==> config.mk <==
export PLATFORM = sky130hd
export DESIGN_NAME = cpu8080_top
export DESIGN_NICKNAME = d
export VERILOG_FILES = /design/src/verilog/bus_pkg.sv /design/src/verilog/isa_pkg.sv /design/src/verilog/cpu8080_top.sv /design/src/verilog/execution_sequencer.sv /design/src/verilog/bus_cycle_unit.sv /design/src/verilog/register_file.sv /design/src/verilog/opcode_decoder.sv
export VERILOG_INCLUDE_DIRS = /design/src /design/src/include
export SDC_FILE = /design/constraint.sdc
export NUM_CORES = 1
export LEC_CHECK = 0
export ABC_AREA = 1
export BUFFER_PORTS_ARGS = -buffer_cell sky130_fd_sc_hd__buf_2
export CORE_ASPECT_RATIO = 1.25
export CORE_UTILIZATION = 40
export DETAILED_ROUTE_END_ITERATION = 7
export PLACE_DENSITY = 0.63
export SYNTH_ARGS = -nofsm -noshare
export SYNTH_HDL_FRONTEND = slang
export SYNTH_HIERARCHICAL = 1
export SYNTH_SLANG_ARGS = --single-unit
export TNS_END_PERCENT = 1
==> constraint.sdc <==
create_clock -name clock -period 4.6 [get_ports clock]
set_input_delay 0.69 -clock clock [delete_from_list [all_inputs] [get_ports clock]]
set_output_delay 0.69 -clock clock [all_outputs]
set_load 0.05 [all_outputs]
==> src/include/cpu_params.svh <==
`ifndef CPU_PARAMS_SVH
`define CPU_PARAMS_SVH

// first opcode fetch after reset
`define CPU_RESET_PC 16'h0100

// accumulator after reset
// all other registers come up as zero
`define CPU_A_RESET 8'hAD

// memory bus widths
`define CPU_ADDR_W 16
`define CPU_DATA_W 8

`endif
==> src/verilog/bus_pkg.sv <==
`include "cpu_params.svh"

package bus_pkg;

	typedef logic [`CPU_ADDR_W-1:0] bus_addr_t;
	typedef logic [`CPU_DATA_W-1:0] bus_data_t;

	// every cycle is a memory cycle
	typedef enum logic [1:0] {
		FETCH,
		READ,
		WRITE
	} cycle_kind_t;

	// held steady by the requester until done comes back
	typedef struct packed {
		logic        valid;
		cycle_kind_t kind;
		bus_addr_t   addr;
		bus_data_t   wdata;
	} bus_req_t;

	// done is a single cycle pulse
	typedef struct packed {
		logic      done;
		bus_data_t rdata;
	} bus_rsp_t;

	// 8080 status pins
	// fetch 11, read 10, write 01
	typedef struct packed {
		logic s1;
		logic s0;
	} bus_status_t;

endpackage

==> src/verilog/isa_pkg.sv <==
package isa_pkg;

	// 3-bit register field as it sits in the opcode
	typedef logic [2:0] reg_code_t;

	localparam reg_code_t REG_B = 3'd0;
	localparam reg_code_t REG_C = 3'd1;
	localparam reg_code_t REG_D = 3'd2;
	localparam reg_code_t REG_E = 3'd3;
	localparam reg_code_t REG_H = 3'd4;
	localparam reg_code_t REG_L = 3'd5;
	// memory operand addressed by hl
	localparam reg_code_t REG_M = 3'd6;
	localparam reg_code_t REG_A = 3'd7;

	// data transfer group only
	// everything else runs as a one byte no-op
	typedef enum logic [3:0] {
		MOV_RR,
		MOV_RM,
		MOV_MR,
		MVI_R,
		MVI_M,
		LXI,
		LDA,
		STA,
		LHLD,
		SHLD,
		NOP
	} instr_class_t;

	// register pair ops (lxi, lhld, shld)
	// dst names the low byte register and src the high one
	typedef struct packed {
		instr_class_t cls;
		reg_code_t    dst;
		reg_code_t    src;
	} decoded_op_t;

endpackage

==> src/verilog/cpu8080_top.sv <==
`timescale 1ns/1ps

module cpu8080_top
	import isa_pkg::*;
	import bus_pkg::*;
(
	input  logic        clock,
	input  logic        reset_in,
	input  logic        ready,
	input  bus_data_t   rdata,
	output bus_addr_t   addr,
	output bus_data_t   wdata,
	output logic        rd_n,
	output logic        wr_n,
	output bus_status_t status
);

	bus_data_t   ir;
	decoded_op_t op;
	reg_code_t   rcode;
	reg_code_t   wcode;
	logic        we;
	bus_data_t   reg_wdata;
	bus_data_t   rvalue;
	bus_addr_t   hl;
	bus_req_t    req;
	bus_rsp_t    rsp;

	// decode straight off the instruction register
	opcode_decoder opcode_decoder_i (
		.ir (ir),
		.op (op)
	);

	register_file register_file_i (
		.clock    (clock),
		.reset_in (reset_in),
		.we       (we),
		.wcode    (wcode),
		.wdata    (reg_wdata),
		.rcode    (rcode),
		.rvalue   (rvalue),
		.hl       (hl)
	);

	// one memory cycle at a time
	bus_cycle_unit bus_cycle_unit_i (
		.clock    (clock),
		.reset_in (reset_in),
		.req      (req),
		.rdata    (rdata),
		.ready    (ready),
		.rsp      (rsp),
		.addr     (addr),
		.wdata    (wdata),
		.rd_n     (rd_n),
		.wr_n     (wr_n),
		.status   (status)
	);

	execution_sequencer execution_sequencer_i (
		.clock    (clock),
		.reset_in (reset_in),
		.op       (op),
		.rvalue   (rvalue),
		.hl       (hl),
		.rsp      (rsp),
		.ir       (ir),
		.rcode    (rcode),
		.we       (we),
		.wcode    (wcode),
		.wdata    (reg_wdata),
		.req      (req)
	);

endmodule

==> src/verilog/execution_sequencer.sv <==
`timescale 1ns/1ps
`include "cpu_params.svh"

module execution_sequencer
	import isa_pkg::*;
	import bus_pkg::*;
(
	input  logic        clock,
	input  logic        reset_in,
	input  decoded_op_t op,
	input  bus_data_t   rvalue,
	input  bus_addr_t   hl,
	input  bus_rsp_t    rsp,
	output bus_data_t   ir,
	output reg_code_t   rcode,
	output logic        we,
	output reg_code_t   wcode,
	output bus_data_t   wdata,
	output bus_req_t    req
);

	// issue builds the next request, wait sits until done
	typedef enum logic {
		PH_ISSUE,
		PH_WAIT
	} seq_phase_t;

	seq_phase_t  phase;
	// machine cycle of the current instruction, 0 is the opcode fetch
	logic [2:0]  mcycle;
	bus_addr_t   pc;
	// cycle in flight reads at pc
	logic        imm_q;
	bus_data_t   w_q;
	bus_data_t   z_q;
	bus_addr_t   wz;
	bus_addr_t   wz_inc;
	cycle_kind_t nxt_kind;
	bus_addr_t   nxt_addr;
	bus_data_t   nxt_wdata;
	logic        nxt_imm;

	assign wz = {w_q, z_q};
	assign wz_inc = wz + 1'b1;

	// next bus cycle, fetch once the instruction runs out of cycles
	always_comb begin
		nxt_kind = FETCH;
		nxt_addr = pc;
		nxt_wdata = '0;
		nxt_imm = 1'b1;
		rcode = op.src;
		if (mcycle != 3'd0) begin
			case (op.cls)
				MOV_RM: if (mcycle == 3'd1) begin
					nxt_kind = READ;
					nxt_addr = hl;
					nxt_imm = 1'b0;
				end
				MOV_MR: if (mcycle == 3'd1) begin
					nxt_kind = WRITE;
					nxt_addr = hl;
					nxt_wdata = rvalue;
					nxt_imm = 1'b0;
				end
				MVI_R: if (mcycle == 3'd1) nxt_kind = READ;
				LXI: if (mcycle <= 3'd2) nxt_kind = READ;
				MVI_M: begin
					if (mcycle == 3'd1) begin
						nxt_kind = READ;
					end else if (mcycle == 3'd2) begin
						// immediate byte parked in z
						nxt_kind = WRITE;
						nxt_addr = hl;
						nxt_wdata = z_q;
						nxt_imm = 1'b0;
					end
				end
				LDA, STA, LHLD, SHLD: begin
					if (mcycle <= 3'd2) begin
						// address bytes into z then w
						nxt_kind = READ;
					end else if (mcycle == 3'd3) begin
						nxt_kind = (op.cls == LDA || op.cls == LHLD) ? READ : WRITE;
						nxt_addr = wz;
						rcode = op.dst;
						nxt_wdata = rvalue;
						nxt_imm = 1'b0;
					end else if (mcycle == 3'd4 && op.cls != LDA && op.cls != STA) begin
						// second byte of the pair at w:z+1
						nxt_kind = (op.cls == LHLD) ? READ : WRITE;
						nxt_addr = wz_inc;
						rcode = op.src;
						nxt_wdata = rvalue;
						nxt_imm = 1'b0;
					end
				end
				default: ;
			endcase
		end
	end

	// register file write port
	always_comb begin
		we = 1'b0;
		wcode = op.dst;
		wdata = rsp.rdata;
		if (phase == PH_ISSUE) begin
			// mov r,r needs no bus cycle
			if (mcycle == 3'd1 && op.cls == MOV_RR) begin
				we = 1'b1;
				wdata = rvalue;
			end
		end else if (rsp.done) begin
			case (op.cls)
				MOV_RM, MVI_R: we = (mcycle == 3'd1);
				LXI: begin
					we = (mcycle == 3'd1) || (mcycle == 3'd2);
					if (mcycle == 3'd2) wcode = op.src;
				end
				LDA: we = (mcycle == 3'd3);
				LHLD: begin
					we = (mcycle == 3'd3) || (mcycle == 3'd4);
					if (mcycle == 3'd4) wcode = op.src;
				end
				default: we = 1'b0;
			endcase
		end
	end

	always_ff @(posedge clock) begin
		if (reset_in) begin
			// first fetch goes out right after reset
			phase <= PH_WAIT;
			mcycle <= 3'd0;
			pc <= `CPU_RESET_PC;
			ir <= '0;
			imm_q <= 1'b1;
			req <= '{valid: 1'b1, kind: FETCH, addr: `CPU_RESET_PC, wdata: '0};
		end else if (phase == PH_ISSUE) begin
			req <= '{valid: 1'b1, kind: nxt_kind, addr: nxt_addr, wdata: nxt_wdata};
			imm_q <= nxt_imm;
			phase <= PH_WAIT;
			if (nxt_kind == FETCH) mcycle <= 3'd0;
		end else if (rsp.done) begin
			req.valid <= 1'b0;
			phase <= PH_ISSUE;
			mcycle <= mcycle + 3'd1;
			if (imm_q) pc <= pc + 1'b1;
			if (mcycle == 3'd0) ir <= rsp.rdata;
		end
	end

	// w and z temporaries
	always_ff @(posedge clock) begin
		if (phase == PH_WAIT && rsp.done) begin
			if (mcycle == 3'd1) z_q <= rsp.rdata;
			if (mcycle == 3'd2) w_q <= rsp.rdata;
		end
	end

endmodule

==> src/verilog/bus_cycle_unit.sv <==
`timescale 1ns/1ps

module bus_cycle_unit
	import bus_pkg::*;
(
	input  logic        clock,
	input  logic        reset_in,
	input  bus_req_t    req,
	input  bus_data_t   rdata,
	input  logic        ready,
	output bus_rsp_t    rsp,
	output bus_addr_t   addr,
	output bus_data_t   wdata,
	output logic        rd_n,
	output logic        wr_n,
	output bus_status_t status
);

	// setup takes the place of the old ale slot
	typedef enum logic [1:0] {
		BC_IDLE,
		BC_SETUP,
		BC_STROBE,
		BC_FINISH
	} bc_state_t;

	bc_state_t   state;
	logic        done_q;
	bus_data_t   rdata_q;
	bus_status_t kind_status;

	// status pins from cycle kind
	always_comb begin
		case (req.kind)
			FETCH: kind_status = '{s1: 1'b1, s0: 1'b1};
			READ: kind_status = '{s1: 1'b1, s0: 1'b0};
			WRITE: kind_status = '{s1: 1'b0, s0: 1'b1};
			default: kind_status = '{s1: 1'b0, s0: 1'b0};
		endcase
	end

	always_ff @(posedge clock) begin
		if (reset_in) begin
			state <= BC_IDLE;
			rd_n <= 1'b1;
			wr_n <= 1'b1;
			done_q <= 1'b0;
		end else begin
			done_q <= 1'b0;
			case (state)
				// stale valid still up while done shows, skip it
				BC_IDLE: if (req.valid && !done_q) state <= BC_SETUP;
				BC_SETUP: begin
					state <= BC_STROBE;
					rd_n <= (req.kind == WRITE);
					wr_n <= (req.kind != WRITE);
				end
				// wait states while ready is low
				BC_STROBE: if (ready) state <= BC_FINISH;
				BC_FINISH: begin
					state <= BC_IDLE;
					rd_n <= 1'b1;
					wr_n <= 1'b1;
					done_q <= 1'b1;
				end
				default: state <= BC_IDLE;
			endcase
		end
	end

	// address, data and status hold for the whole strobe
	always_ff @(posedge clock) begin
		if (state == BC_SETUP) begin
			addr <= req.addr;
			wdata <= req.wdata;
			status <= kind_status;
		end
		if (state == BC_STROBE && ready) rdata_q <= rdata;
	end

	assign rsp = '{done: done_q, rdata: rdata_q};

endmodule

==> src/verilog/register_file.sv <==
`timescale 1ns/1ps
`include "cpu_params.svh"

module register_file
	import isa_pkg::*;
	import bus_pkg::*;
(
	input  logic      clock,
	input  logic      reset_in,
	input  logic      we,
	input  reg_code_t wcode,
	input  bus_data_t wdata,
	input  reg_code_t rcode,
	output bus_data_t rvalue,
	output bus_addr_t hl
);

	// the seven programmer visible registers
	bus_data_t b_q;
	bus_data_t c_q;
	bus_data_t d_q;
	bus_data_t e_q;
	bus_data_t h_q;
	bus_data_t l_q;
	bus_data_t a_q;

	// single write port
	always_ff @(posedge clock) begin
		if (reset_in) begin
			b_q <= '0;
			c_q <= '0;
			d_q <= '0;
			e_q <= '0;
			h_q <= '0;
			l_q <= '0;
			a_q <= `CPU_A_RESET;
		end else if (we) begin
			case (wcode)
				REG_B: b_q <= wdata;
				REG_C: c_q <= wdata;
				REG_D: d_q <= wdata;
				REG_E: e_q <= wdata;
				REG_H: h_q <= wdata;
				REG_L: l_q <= wdata;
				REG_A: a_q <= wdata;
				// m lives in memory, nothing to store
				default: ;
			endcase
		end
	end

	// selected read port
	always_comb begin
		case (rcode)
			REG_B: rvalue = b_q;
			REG_C: rvalue = c_q;
			REG_D: rvalue = d_q;
			REG_E: rvalue = e_q;
			REG_H: rvalue = h_q;
			REG_L: rvalue = l_q;
			REG_A: rvalue = a_q;
			REG_M: rvalue = '0;
			default: rvalue = '0;
		endcase
	end

	// memory pointer for m operands
	assign hl = {h_q, l_q};

endmodule

==> src/verilog/opcode_decoder.sv <==
`timescale 1ns/1ps

module opcode_decoder
	import isa_pkg::*;
	import bus_pkg::*;
(
	input  bus_data_t   ir,
	output decoded_op_t op
);

	// low fields of the 00 group
	localparam logic [2:0] LOW_MVI = 3'b110;
	localparam logic [3:0] LOW_LXI = 4'b0001;
	// lxi sp is not kept
	localparam logic [1:0] PAIR_SP = 2'b11;

	// direct address loads and stores
	localparam logic [5:0] OP_LDA  = 6'h3A;
	localparam logic [5:0] OP_STA  = 6'h32;
	localparam logic [5:0] OP_LHLD = 6'h2A;
	localparam logic [5:0] OP_SHLD = 6'h22;

	always_comb begin
		// plain ddd/sss fields by default
		op.cls = NOP;
		op.dst = ir[5:3];
		op.src = ir[2:0];
		case (ir[7:6])
			2'b01: begin
				// 76h would be hlt, skipped here
				if (ir[5:3] == REG_M && ir[2:0] == REG_M) begin
					op.cls = NOP;
				end else if (ir[2:0] == REG_M) begin
					op.cls = MOV_RM;
				end else if (ir[5:3] == REG_M) begin
					op.cls = MOV_MR;
				end else begin
					op.cls = MOV_RR;
				end
			end
			2'b00: begin
				if (ir[2:0] == LOW_MVI) begin
					op.cls = (ir[5:3] == REG_M) ? MVI_M : MVI_R;
				end else if (ir[3:0] == LOW_LXI && ir[5:4] != PAIR_SP) begin
					// low byte comes first on the bus
					op.cls = LXI;
					op.dst = {ir[5:4], 1'b1};
					op.src = {ir[5:4], 1'b0};
				end else begin
					case (ir[5:0])
						OP_LDA: begin
							op.cls = LDA;
							op.dst = REG_A;
							op.src = REG_A;
						end
						OP_STA: begin
							op.cls = STA;
							op.dst = REG_A;
							op.src = REG_A;
						end
						OP_LHLD: begin
							op.cls = LHLD;
							op.dst = REG_L;
							op.src = REG_H;
						end
						OP_SHLD: begin
							op.cls = SHLD;
							op.dst = REG_L;
							op.src = REG_H;
						end
						default: op.cls = NOP;
					endcase
				end
			end
			default: op.cls = NOP;
		endcase
	end

endmodule

==> flow_metrics.env <==
export IMPL_clk_latency_ns=0.44
export IMPL_worst_pin_slew_ns=0.882
export IMPL_post_cts_setup_buffers=0
export IMPL_hpwl_mm=18.1
export IMPL_dieHeight_um=165
export IMPL_reg_top3="execution_sequencer_i/req x27, bus_cycle_unit_i/addr x16, execution_sequencer_i/pc x16"
export IMPL_largest_reg_flops=27
export IMPL_vias_per_cell=5.20
export IMPL_port_buffers=38
export IMPL_grt_overflow_total=0
export IMPL_grt_max_degree=52
export IMPL_cp_max_fo=20
export IMPL_setup_viol=0
export IMPL_drtAntennaViolNets=0
export IMPL_finalHoldWorstSlack_ns=0.425
export IMPL_drtPass1Iterations=5
export IMPL_netlist_area_um2=8500
export IMPL_crit_type="register to register"
export IMPL_root_buffer="clkbuf_16"
export IMPL_maxSlewHeadroom_pct=41.1
export IMPL_ir_worst_vdd_mv=0.242
export IMPL_required_ns=4.93
export IMPL_layout_drive_gt1_share_pct=14.5
export IMPL_cts_tree="built"
export IMPL_clockBufferDepth=2
export IMPL_layout_min_cycle_time_ns=4.04
export IMPL_top_register="execution_sequencer_i/req"
export IMPL_ys_top_cells_by_area="dfxtp_1, edfxtp_1, nand2_1"
export IMPL_tns_ns=0
export IMPL_rsz0062_at_grt="false"
export IMPL_syn_inst=1126
export IMPL_antenna_found_initial=0
export IMPL_dieArea_um2=21800
export IMPL_syn_avg_cell_area_um2=7.55
export IMPL_max_cap_viol_count=0
export IMPL_arrival_ns=4.36
export IMPL_yosysWarnings=6
export IMPL_status="complete, no violations"
export IMPL_p_leak_nw=3.99
export IMPL_yosys_area_top_type="dfxtp_1"
export IMPL_grtUsageTotal_pct=22.8
export IMPL_place_gp_congestion=0.975
export IMPL_final_common_cell="nand2_1"
export IMPL_num_vias=7528
export IMPL_syn_num_nets=1149
export IMPL_area_growth_pct=12.3
export IMPL_drt_iter0_markers=590
export IMPL_grt_pass1_wl_mm=38.2
export IMPL_final_cells=1448
export IMPL_row_count=59
export IMPL_final_cell_mix="nand2_1, nor2_1, dfxtp_1"
export IMPL_holdBufCountCts=0
export IMPL_post_drt_wl_per_cell_um=16.5
export IMPL_netlist_area_leader_share_pct=27.6
export IMPL_fin_skew_ns=0.0111
export IMPL_report_final_hold_viol_count=0
export IMPL_start_util_pct=40.8
export IMPL_cts_sinks=167
export IMPL_cts_resized=0
export IMPL_placed_cells=1416
export IMPL_fill_cells=2132
export IMPL_synth_seq_cells=167
export IMPL_route_detailed_drc=0
export IMPL_critical_path_endpoint_type="register"
export IMPL_routed_wirelength_mm=23.9
export IMPL_first_global_vias=7309
export IMPL_cts_max_level=4
export IMPL_power_mw=3.95
export IMPL_numCtsBuffers=17
export IMPL_io_pins=39
export IMPL_ys_seq_area_share_pct=45.2
export IMPL_core_area_um2=20800
export IMPL_antennaDiodeCount=0
export IMPL_ys_types=45
export IMPL_hp_class="register to register"
export IMPL_start_kind="register"
export IMPL_fmax_ghz=0.248
export IMPL_fin_crit_sh_pct=87.8
export IMPL_slew_violations=0
export IMPL_final_nets=1184
export IMPL_fp_dieW_um=132
export IMPL_clk_pin_slew_ns=0.08
export IMPL_powerDensity_nw_per_um2=414
-- metal layers --
metal	wire length, um	track usage, %
met2	12300	42.6
met1	9540	24.4
met5	0	0
met3	902	4.11
met4	1130	12.2
-- logic make-up (layout without fill, tap and decap cells) --
group	Yosys count	after routing	share of synthesized area, %
AO/OA/AOI/OAI	185	185	11.5
flip-flops	167	167	45.2
buffers and inverters	148	196	7.01
XOR/XNOR	7	7	0.721
AND/OR/NAND/NOR	595	595	32.2
adder cells (fa/ha/maj)	12	12	1.77
multiplexers	12	12	1.59
-- through the flow --
step	util, %	worst slack [ns]	cell area (um2)
after floorplan	-	1.00	8500
after global placement	42.9	0.587	8940
after detailed placement	42.9	0.468	8940
after CTS	45.8	0.439	9540
after global routing	45.8	0.162	9540
final	45.8	0.563	9540
-- cells in the mapped netlist (all sizes together) --
cell / instances
o211ai: 2
buf: 18
clkbuf: 11
o21bai: 1
o22ai: 1
o311ai: 1
nor3b: 1
nand3b: 2
nor2: 220
xnor2: 3
nand3: 69
or2: 5
nand4: 36
ha: 12
clkinv: 1
inv: 118
a31oi: 2
nand2: 251
nor3: 9
a21oi: 50
nor4: 2
a22oi: 6
xor2: 4
o21a: 2
dfxtp: 117
edfxtp: 50
o21ai: 120
mux2: 12
-- critical path: stages (launching register included) --
cell and delay (ns):
dfxtp_1 0.44, nand2_1 0.13, inv_1 0.12, nand2_1 0.09
nor2_4 0.14, nor2_2 0.05, nand2_1 0.06, o21ai_1 0.16
inv_1 0.14, nand3_1 0.13, nand2_4 0.17, inv_2 0.09
nor2_4 0.12, nand3_1 0.17, mux2_2 0.56, inv_2 0.18
nand3_2 0.20, nor2_1 0.06, nor2_1 0.13, nand3_1 0.15
mux2_2 0.38, o21ai_0 0.20, nor2_1 0.05
-- worst paths after layout --
path	startpoint	end	slack [ns]	depth (start not counted)
setup / recovery	execution_sequencer_i/ir[4]	register_file_i/b_q[0]	0.56	22
hold / removal	execution_sequencer_i/req[19]	bus_cycle_unit_i/addr[11]	0.43	0
setup reg to reg	execution_sequencer_i/ir[4]	register_file_i/b_q[0]	0.56	22
hold reg to reg	execution_sequencer_i/req[19]	bus_cycle_unit_i/addr[11]	0.43	0
-- area by class of cell --
cell class | instances | area [um2] | share of cell area, %
Clock buffer | 17 | 425 | 4.46
Multi-Input combinational cell | 811 | 4060 | 42.5
Sequential cell | 167 | 3840 | 40.3
Tap cell | 274 | 343 | 3.59
Clock inverter | 15 | 180 | 1.89
Inverter | 119 | 449 | 4.71
Timing Repair Buffer | 45 | 243 | 2.54
-- power by group --
group / switching [mW] / leakage (nW) / total [mW] / internal [mW]
Combinational: 0.614 / 2.29 / 0.784 / 0.170
Sequential: 0.0622 / 1.40 / 1.70 / 1.64
Clock: 0.681 / 0.296 / 1.46 / 0.779
Total: 1.36 / 3.99 / 3.95 / 2.59
Note: power is estimated with default switching activity, not from simulation.
